[src/hw/ifetch_pkg.sv]
// ==================================================
// Shared widths, buffer sizing and controller state
// for the instruction fetch stage. Import where needed
// ==================================================
package ifetch_pkg;

  // Bus and instruction word widths
  localparam int unsigned ADDR_W = 32;
  localparam int unsigned DATA_W = 32;

  // Fetch granularity is one 32-bit word
  localparam int unsigned WORD_BYTES = 4;
  localparam int unsigned ADDR_LSB   = 2;

  // Prefetch depth and credit pool size
  // Any power of two from 2 to 16
  localparam int unsigned BUF_DEPTH_DEFAULT = 4;

  // Request controller state
  //   REQ_IDLE   fetch disabled, no bus requests
  //   REQ_ACTIVE requests issued while credits remain
  typedef enum logic {
    REQ_IDLE   = 1'b0,
    REQ_ACTIVE = 1'b1
  } req_state_e;

endpackage

[src/hw/ifetch_req_ctrl.sv]
// ==================================================
// Fetch request controller. Issues word requests under
// credit control and discards stale responses on branch
// ==================================================
`timescale 1ns/1ps

module ifetch_req_ctrl #(
  parameter int unsigned BufDepth = ifetch_pkg::BUF_DEPTH_DEFAULT
) (
  input  logic                          clk_i,
  input  logic                          reset_i,
  input  logic                          fetch_enable_i,
  input  logic                          branch_i,
  input  logic [ifetch_pkg::ADDR_W-1:0] branch_addr_i,
  // Instruction bus
  output logic                          instr_req_o,
  input  logic                          instr_gnt_i,
  output logic [ifetch_pkg::ADDR_W-1:0] instr_addr_o,
  input  logic                          instr_rvalid_i,
  input  logic [ifetch_pkg::DATA_W-1:0] instr_rdata_i,
  input  logic                          instr_err_i,
  // Buffer side
  input  logic                          credit_ret_i,
  output logic                          push_valid_o,
  output logic [ifetch_pkg::DATA_W-1:0] push_rdata_o,
  output logic [ifetch_pkg::ADDR_W-1:0] push_addr_o,
  output logic                          push_err_o
);
  import ifetch_pkg::*;

  localparam int unsigned CntW = $clog2(BufDepth + 1);
  localparam int unsigned PtrW = $clog2(BufDepth);

  req_state_e        state_q, state_d;
  logic [ADDR_W-1:0] addr_q, addr_d;
  logic [CntW-1:0]   credits_q, credits_d;
  logic [CntW-1:0]   outstanding_q, outstanding_d;
  logic [CntW-1:0]   drop_q, drop_d;
  logic [ADDR_W-1:0] rsp_addr_mem [BufDepth];
  logic [PtrW-1:0]   rsp_wr_ptr_q, rsp_rd_ptr_q;
  logic              req_fire;
  logic              rsp_drop;

  // No request in the branch cycle
  assign instr_req_o  = (state_q == REQ_ACTIVE) && (credits_q != '0) && !branch_i;
  assign instr_addr_o = addr_q;
  assign req_fire     = instr_req_o && instr_gnt_i;

  // Old-stream responses include one landing with the branch itself
  assign rsp_drop = instr_rvalid_i && ((drop_q != '0) || branch_i);

  assign push_valid_o = instr_rvalid_i && !rsp_drop;
  assign push_rdata_o = instr_rdata_i;
  assign push_addr_o  = rsp_addr_mem[rsp_rd_ptr_q];
  assign push_err_o   = instr_err_i;

  always_comb begin
    state_d = state_q;
    case (state_q)
      REQ_IDLE: begin
        if (fetch_enable_i) begin
          state_d = REQ_ACTIVE;
        end
      end
      REQ_ACTIVE: begin
        // A waiting request is held until granted
        if (!fetch_enable_i && (!instr_req_o || instr_gnt_i)) begin
          state_d = REQ_IDLE;
        end
      end
      default: begin
        state_d = REQ_IDLE;
      end
    endcase
  end

  always_comb begin
    outstanding_d = outstanding_q + CntW'(req_fire) - CntW'(instr_rvalid_i);

    if (branch_i) begin
      addr_d    = {branch_addr_i[ADDR_W-1:ADDR_LSB], {ADDR_LSB{1'b0}}};
      // Everything still in flight after this cycle is stale
      drop_d    = outstanding_q - CntW'(instr_rvalid_i);
      credits_d = CntW'(BufDepth) - drop_d;
    end else begin
      addr_d    = req_fire ? addr_q + ADDR_W'(WORD_BYTES) : addr_q;
      drop_d    = rsp_drop ? drop_q - 1'b1 : drop_q;
      credits_d = credits_q - CntW'(req_fire) + CntW'(credit_ret_i) + CntW'(rsp_drop);
    end
  end

  always_ff @(posedge clk_i) begin
    if (reset_i) begin
      state_q       <= REQ_IDLE;
      addr_q        <= '0;
      credits_q     <= CntW'(BufDepth);
      outstanding_q <= '0;
      drop_q        <= '0;
      rsp_wr_ptr_q  <= '0;
      rsp_rd_ptr_q  <= '0;
    end else begin
      state_q       <= state_d;
      addr_q        <= addr_d;
      credits_q     <= credits_d;
      outstanding_q <= outstanding_d;
      drop_q        <= drop_d;
      if (req_fire) begin
        rsp_wr_ptr_q <= rsp_wr_ptr_q + 1'b1;
      end
      if (instr_rvalid_i) begin
        rsp_rd_ptr_q <= rsp_rd_ptr_q + 1'b1;
      end
    end
  end

  // Addresses of granted requests, in bus order
  always_ff @(posedge clk_i) begin
    if (req_fire) begin
      rsp_addr_mem[rsp_wr_ptr_q] <= addr_q;
    end
  end

endmodule

[src/hw/ifetch_prefetch_buf.sv]
// ==================================================
// Prefetch buffer. Holds fetched words with address and
// error, hands them out over valid/ready, returns credits
// ==================================================
`timescale 1ns/1ps

module ifetch_prefetch_buf #(
  parameter int unsigned BufDepth = ifetch_pkg::BUF_DEPTH_DEFAULT
) (
  input  logic                          clk_i,
  input  logic                          reset_i,
  input  logic                          branch_i,
  // Fill side always has room thanks to credits
  input  logic                          push_valid_i,
  input  logic [ifetch_pkg::DATA_W-1:0] push_rdata_i,
  input  logic [ifetch_pkg::ADDR_W-1:0] push_addr_i,
  input  logic                          push_err_i,
  // Consumer side
  output logic                          fetch_valid_o,
  input  logic                          fetch_ready_i,
  output logic [ifetch_pkg::DATA_W-1:0] fetch_rdata_o,
  output logic [ifetch_pkg::ADDR_W-1:0] fetch_addr_o,
  output logic                          fetch_err_o,
  output logic                          credit_ret_o
);
  import ifetch_pkg::*;

  localparam int unsigned CntW = $clog2(BufDepth + 1);
  localparam int unsigned PtrW = $clog2(BufDepth);

  logic [DATA_W-1:0]   rdata_mem [BufDepth];
  logic [ADDR_W-1:0]   addr_mem  [BufDepth];
  logic [BufDepth-1:0] err_mem;
  logic [PtrW-1:0]     wr_ptr_q;
  logic [PtrW-1:0]     rd_ptr_q;
  logic [CntW-1:0]     count_q;
  logic                push;
  logic                pop;

  // Branch acts as flush
  assign push = push_valid_i && !branch_i;
  assign pop  = fetch_valid_o && fetch_ready_i;

  // Head entry
  assign fetch_valid_o = (count_q != '0);
  assign fetch_rdata_o = rdata_mem[rd_ptr_q];
  assign fetch_addr_o  = addr_mem[rd_ptr_q];
  assign fetch_err_o   = err_mem[rd_ptr_q];

  // Controller recomputes its credits on flush
  assign credit_ret_o = pop && !branch_i;

  always_ff @(posedge clk_i) begin
    if (reset_i || branch_i) begin
      wr_ptr_q <= '0;
      rd_ptr_q <= '0;
      count_q  <= '0;
    end else begin
      if (push) begin
        wr_ptr_q <= wr_ptr_q + 1'b1;
      end
      if (pop) begin
        rd_ptr_q <= rd_ptr_q + 1'b1;
      end
      count_q <= count_q + CntW'(push) - CntW'(pop);
    end
  end

  always_ff @(posedge clk_i) begin
    if (push) begin
      rdata_mem[wr_ptr_q] <= push_rdata_i;
      addr_mem[wr_ptr_q]  <= push_addr_i;
      err_mem[wr_ptr_q]   <= push_err_i;
    end
  end

endmodule

[src/hw/ifetch_top.sv]
// ==================================================
// Instruction fetch stage top. Bus on one side, a
// valid/ready word stream to the core on the other
// ==================================================
`timescale 1ns/1ps

module ifetch_top #(
  parameter int unsigned BufDepth = ifetch_pkg::BUF_DEPTH_DEFAULT
) (
  input  logic                          clk_i,
  input  logic                          reset_i,
  input  logic                          fetch_enable_i,
  input  logic                          branch_i,
  input  logic [ifetch_pkg::ADDR_W-1:0] branch_addr_i,
  // Instruction bus
  output logic                          instr_req_o,
  input  logic                          instr_gnt_i,
  output logic [ifetch_pkg::ADDR_W-1:0] instr_addr_o,
  input  logic                          instr_rvalid_i,
  input  logic [ifetch_pkg::DATA_W-1:0] instr_rdata_i,
  input  logic                          instr_err_i,
  // Core side
  output logic                          fetch_valid_o,
  input  logic                          fetch_ready_i,
  output logic [ifetch_pkg::DATA_W-1:0] fetch_rdata_o,
  output logic [ifetch_pkg::ADDR_W-1:0] fetch_addr_o,
  output logic                          fetch_err_o
);
  import ifetch_pkg::*;

  logic              push_valid;
  logic [DATA_W-1:0] push_rdata;
  logic [ADDR_W-1:0] push_addr;
  logic              push_err;
  logic              credit_ret;

  ifetch_req_ctrl #(
    .BufDepth (BufDepth)
  ) u_req_ctrl (
    .clk_i          (clk_i         ),
    .reset_i        (reset_i       ),
    .fetch_enable_i (fetch_enable_i),
    .branch_i       (branch_i      ),
    .branch_addr_i  (branch_addr_i ),
    .instr_req_o    (instr_req_o   ),
    .instr_gnt_i    (instr_gnt_i   ),
    .instr_addr_o   (instr_addr_o  ),
    .instr_rvalid_i (instr_rvalid_i),
    .instr_rdata_i  (instr_rdata_i ),
    .instr_err_i    (instr_err_i   ),
    .credit_ret_i   (credit_ret    ),
    .push_valid_o   (push_valid    ),
    .push_rdata_o   (push_rdata    ),
    .push_addr_o    (push_addr     ),
    .push_err_o     (push_err      )
  );

  ifetch_prefetch_buf #(
    .BufDepth (BufDepth)
  ) u_prefetch_buf (
    .clk_i         (clk_i        ),
    .reset_i       (reset_i      ),
    .branch_i      (branch_i     ),
    .push_valid_i  (push_valid   ),
    .push_rdata_i  (push_rdata   ),
    .push_addr_i   (push_addr    ),
    .push_err_i    (push_err     ),
    .fetch_valid_o (fetch_valid_o),
    .fetch_ready_i (fetch_ready_i),
    .fetch_rdata_o (fetch_rdata_o),
    .fetch_addr_o  (fetch_addr_o ),
    .fetch_err_o   (fetch_err_o  ),
    .credit_ret_o  (credit_ret   )
  );

endmodule

[config.mk]
export PLATFORM = sky130hd
export DESIGN_NAME = ifetch_top
export DESIGN_NICKNAME = d
export VERILOG_FILES = /design/src/hw/ifetch_pkg.sv /design/src/hw/ifetch_req_ctrl.sv /design/src/hw/ifetch_prefetch_buf.sv /design/src/hw/ifetch_top.sv
export SDC_FILE = /design/constraint.sdc
export NUM_CORES = 1
export LEC_CHECK = 0
export ABC_CLOCK_PERIOD_IN_PS = 3200
export BUFFER_PORTS_ARGS = -buffer_cell sky130_fd_sc_hd__buf_4
export CORE_MARGIN = 10
export CORE_UTILIZATION = 35
export DETAILED_ROUTE_END_ITERATION = 10
export GPL_TIMING_DRIVEN = 0
export PLACE_DENSITY_LB_ADDON = 0.05
export SLEW_MARGIN = 20
export SYNTH_ARGS = -nofsm -noshare
export SYNTH_HDL_FRONTEND = slang
export SYNTH_SLANG_ARGS = --single-unit
[constraint.sdc]
create_clock -name clk_i -period 3.2 [get_ports clk_i]
set_input_delay 0.48 -clock clk_i [delete_from_list [all_inputs] [get_ports clk_i]]
set_output_delay 0.48 -clock clk_i [all_outputs]
set_load 0.005 [all_outputs]
Word-level counts from Yosys, hierarchy flattened:

Memories as Yosys holds them, arrays and structs flattened. A register that Yosys moved wholly into a read port is not among the register bits.
Index checks and enable logic that the tools add are counted.

* memories: 3
* bits of input ports: 72
* flip-flop bits (word level): 57
* RAM bits: 384
* word-level logic and storage cells: 80

Memories
* u_prefetch_buf.addr_mem: depth 4, bits a word 32, rd ports 1, clocked after memory_dff 1, write ports 1, RTL line ifetch_prefetch_buf.sv:32 `logic [ADDR_W-1:0] addr_mem [BufDepth];`
* u_prefetch_buf.rdata_mem: depth 4, bits a word 32, rd ports 1, clocked after memory_dff 1, write ports 1, RTL line ifetch_prefetch_buf.sv:31 `logic [DATA_W-1:0] rdata_mem [BufDepth];`
* u_req_ctrl.rsp_addr_mem: depth 4, bits a word 32, rd ports 1, clocked after memory_dff 1, write ports 1, RTL line ifetch_req_ctrl.sv:39 `logic [ADDR_W-1:0] rsp_addr_mem [BufDepth];`

* add/subtract/negate cells: 15
* multiplexer cells: 23
* $lt $le $gt $ge: 3
* bitwise gates (word level): 1
* reductions and logical operators: 23

Operators by type and width (number)
* 32-bit 2-to-1 mux: 2
* 32-bit by 3-bit adder with 32-bit output (second input constant): 1
* 3-bit by 1-bit adder with 3-bit output: 4
* 2-bit 2-to-1 mux: 6
* 3-bit by 1-bit subtractor with 3-bit output: 4
* 1-bit logical AND: 10
* 3-bit 2-to-1 mux: 3
* 3-bit nonzero test: 3
* 2-bit by 1-bit adder with 2-bit output (second input constant): 4
* 1-bit 2-to-1 mux: 8
* 2-bit by 3-bit < comparator with 1-bit output (second input constant): 2
* 4-bit bitwise mux: 1
* 1-bit zero test: 4
* 2-bit nonzero test: 2
* 1-bit logical OR: 3
* 3-bit by 1-bit subtractor with 3-bit output (second input constant): 1
* 3-bit subtractor (first input constant): 1
* 1-bit binary-select mux with 2-bit select: 1
* 1-bit demux with 2-bit select: 1
* 2-bit by 1-bit >= comparator with 1-bit output (second input constant): 1
* 1-bit one-hot mux with 2 select lines: 1
* 2-bit OR reduction: 1
* 1-bit inverter: 1

Logic depth before layout (Yosys ltp):

* word-level depth: 8
* gate-level depth with buffers: 12

Hierarchy:

From an unflattened synthesis, not the netlist that was laid out.

* cell total of the unflattened synthesis: 919
* area, all modules: 17287.8 µm²

Modules (own cells, without submodules)
* ifetch_prefetch_buf: area an instance 9964.6 µm², cells each 386, times used 1
* ifetch_req_ctrl: area an instance 7323.3 µm², cells each 533, times used 1

Worst setup path before layout:

Ideal clock, no wire load.

* path kind: input to register
* start point: input branch_i
* end point: memory u_prefetch_buf.addr_mem[1][10] (enable)
* path slack: 0.087 ns
* buffers on the path: 2
* data required time: 2.772 ns
* arrival: 2.685 ns
* cell stages on the path: 5
* cells stage by stage: clkbuf_1 nor2_1 and3_1 clkbuf_1 and2_1

* longest elaborated chain between the ends: 7

RTL lines
* from (decl): RTL line ifetch_top.sv:13 `input logic branch_i,`
* 1-bit logical OR: RTL line ifetch_req_ctrl.sv:50 `assign rsp_drop = instr_rvalid_i && ((drop_q != '0) || branch_i);`
* 1-bit logical AND: RTL line ifetch_req_ctrl.sv:50
* 1-bit zero test: RTL line ifetch_req_ctrl.sv:52 `assign push_valid_o = instr_rvalid_i && !rsp_drop;`
* 1-bit logical AND: RTL line ifetch_req_ctrl.sv:52
* 1-bit logical AND (*): RTL line ifetch_prefetch_buf.sv:41 `assign push = push_valid_i && !branch_i;`
* named net u_prefetch_buf.push: RTL line ifetch_prefetch_buf.sv:37 `logic push;`
* 1-bit 2-to-1 mux (*): RTL line ifetch_prefetch_buf.sv:70 `if (push) begin`
* 1-bit 2-to-1 mux (not written as such) (*): RTL line ifetch_prefetch_buf.sv:72 `addr_mem[wr_ptr_q] <= push_addr_i;`
* to (decl): RTL line ifetch_prefetch_buf.sv:32

The timed path passes the listed nets; every way through them passes the cells marked *.

==> results.json <==
{
  "status": "finished, final reports clean",
  "yosysUniqueCellTypes": 48,
  "stdcell_area_sq_um": 20100,
  "clock_path_buffers": 3,
  "core_sq_um": 46500,
  "grt_pass1_wl_mm": 57.9,
  "grt.total_usage_pct": 13.6,
  "arrival_ns": 2.53,
  "grt_max_degree": 41,
  "cpMaxStageDelayCell": "dfxtp_1",
  "die_area_sq_um": 56000,
  "p_leak_uw": 0.00674,
  "gp_routability_congestion": 0.746,
  "io-pin-count": 171,
  "vias": 8334,
  "drive_gt1_share_pct": 32.8,
  "num_rows": 79,
  "dpl_cell_area_sq_um": 18700,
  "max_cap_viol_count": 0,
  "wl_met3_mm": 1.93,
  "clockRootBuffer": "clkbuf_16",
  "cp_top_family": "buffers and inverters",
  "preCtsSetupSlack_ns": -0.255,
  "slew_headroom_pct": 48.8,
  "finalNetCount": 1159,
  "cts.sinks": 427,
  "postSynthCellCount": 842,
  "crit_chain": "clkbuf_1 -> mux4_2 -> buf_4",
  "cp_data_required_time_ns": 2.72,
  "cellPowerDensity_nw_per_um2": 606,
  "synth_top_flop_cell": "edfxtp_1",
  "ys_seq_area_share_pct": 74.7,
  "routed.top_layer": "met4",
  "drcViolationCount": 0,
  "period_needed_ns": 3.01,
  "irDropWorstVdd_mv": 0.331,
  "via_per_inst": 4.88,
  "fin_crit_sh_pct": 93.9,
  "antenna_found_initial": 1,
  "cts_hold_buffers": 0,
  "synth_warnings": 0,
  "synth_top_area_share_pct": 68.0,
  "fmax_mhz": 333,
  "die_w_um": 237,
  "grt_pass1_vias": 9077,
  "clock_skew_ns": 0.0115,
  "firstDrtPassIters": 4,
  "hpwlAfterDp_mm": 25.4,
  "crit_path_max_incr_delay_ns": 0.75,
  "h-tree-depth": 2,
  "synthTopCellsByArea": "edfxtp_1 (68%), mux4_2 (13%), dfxtp_1 (6.7%)",
  "fin_hold_ws_ns": 0.121,
  "holdCritPathClass": "input pin to flip-flop",
  "max_slew.worst_pin.slew_ns": 0.768,
  "syn_avg_cell_area_sq_um": 19.5,
  "grt_remaining_overflow": 0,
  "cts.clk_slew.worst_paths_ns": 0.06,
  "synth_top_cell_by_area": "edfxtp_1",
  "route.met2.wl_mm": 18.6,
  "cp-end-kind": "output port",
  "rsz0062_at_grt": "false",
  "m1WireLength_mm": 16.4,
  "numCtsBuffers": 47,
  "initial_core_util_pct": 35.4,
  "crit_path_max_fanout": 10,
  "routedWlPerCell_um": 22.1,
  "final-setup-viol-count": 0,
  "path_buf_inv": 2,
  "numPortBuffers": 163,
  "setup_slack_ns": 0.194,
  "setup.worst_path.start_class": "flip-flop",
  "drt_iter0_drc": 428,
  "diodes": 0,
  "drv_slew": 0,
  "drtAntennaViolNets": 0,
  "synth.cell_area_sq_um": 16400,
  "postSynth.asyncResetShare_pct": 0,
  "synth_edf_count": 372,
  "synth-seq-cells": 427,
  "tritoncts": "built",
  "die_h_um": 237,
  "hold_violations": 0,
  "critPathKind": "flip-flop to output port",
  "clk-insertion-delay-late_ns": 0.57,
  "synthToLayoutAreaGrowth_pct": 22.2,
  "finalWirelength_mm": 37.7
}
[power breakdown]
group | switching (uW) | internal, uW | leakage (uW)
clock | 2060 | 2860 | 0.000678
sequential | 128 | 6230 | 0.00383
combinational | 441 | 453 | 0.00223
[flip-flops by register name (all words and copies together) (netlist names), 3 cells and up, named ones only]
signal / flops
u_req_ctrl.credits_q: 3
u_prefetch_buf.count_q: 3
u_req_ctrl.rsp_addr_mem: 120
u_req_ctrl.outstanding_q: 3
u_prefetch_buf.addr_mem: 120
u_req_ctrl.drop_q: 3
u_req_ctrl.instr_addr_o: 30
u_prefetch_buf.err_mem: 4
u_prefetch_buf.rdata_mem: 128
[cell usage after synthesis (all sizes together), types with 2 or more instances]
master  count
nor2b       2
and2       11
nand4      15
a211oi     15
ha         19
nor3        6
nand2      27
o211ai      2
dfxtp      55
nor2       46
and4        2
a31oi       2
nand3      10
inv        27
and3        9
edfxtp    372
or3         3
a21oi      16
fa          4
o22ai       3
clkbuf     24
o21ai       4
xnor2      21
mux4       93
mux2i       4
buf        16
nor4        3
xor2       18
[worst reg2reg max path, cell delays in order (launching register included)]
cell,delay (ns)
dfxtp_1,0.38
o31ai_4,0.30
nor2_2,0.10
nand2_2,0.13
inv_2,0.13
ha_1,0.31
inv_1,0.05
fa_1,0.44
fa_1,0.40
xnor2_1,0.18
xnor2_1,0.13
nor2_1,0.05
a211o_1,0.28
[path summary, 6_finish.rpt]
path                                endpoint  depth (start not counted)  slack (ns)                        from
max                         fetch_rdata_o[2]                          3        0.19                   flip-flop
max reg2reg          u_req_ctrl.credits_q[2]                         12        0.21     u_req_ctrl.credits_q[2]
min reg2reg       u_req_ctrl.rsp_wr_ptr_q[1]                          2        0.51  u_req_ctrl.rsp_wr_ptr_q[1]
min          u_prefetch_buf.rdata_mem[3][16]                          1        0.12           instr_rdata_i[16]
[logic make-up after synthesis]
family,share of synthesized area [%]
multiplexers,13.1
XOR/XNOR,2.08
other,0.0228
AND/OR/NAND/NOR,4.33
buffers and inverters,1.73
adder cells (fa/ha/maj),1.93
flip-flops,74.7
AO/OA/AOI/OAI,2.15
[metal layers]
metal | up-vias | GRT usage (%)
li1 | 3799 | -
met1 | 4283 | 17.2
met2 | 192 | 22.7
met3 | 60 | 3.16
met4 | 0 | 4.09
met5 | - | 0
[timing repair]
item | 4_1_cts | 5_1_grt
hold endpoints to repair | 0 | 0
resized for setup | 2 | 4
endpoints found under the setup margin | 60 | 1
buffers inserted | 0 | 1
pin swaps | 0 | 2
[placed cells by master (no fill, tap or decap), drive strengths merged, types with 11 or more instances in the layout]
cell type / n
xnor2: 21
xor2: 18
inv: 27
dfxtp: 55
clkbuf: 85
a211oi: 15
nor2: 46
and2: 11
a21oi: 16
nand4: 15
nand2: 27
ha: 19
clkinv: 20
buf: 188
edfxtp: 372
mux4: 93
[final cells by class]
type | instances | area, sq um
fill | 4192 | 26400
sequential | 427 | 12300
multi-input combinational | 351 | 3920
timing repair buffer | 172 | 1450
clock buffer | 63 | 1280
tap | 607 | 759
buffer | 38 | 176
clock inverter | 22 | 119
inverter | 27 | 101
[stage by stage]
stage / cells / power [uW] / setup TNS (ns) / util, %
after floorplan: 845 / 6940 / 0 / -
after global placement: 1615 / 7380 / -445.22 / 39.7
after detailed placement: 1623 / 7390 / -0.255 / 40.2
after CTS: 1706 / 12400 / 0 / 43.2
after global routing: 1707 / 12700 / 0 / 43.2
final: 1707 / 12200 / 0 / 43.2
(Power assumes the default switching activity.)
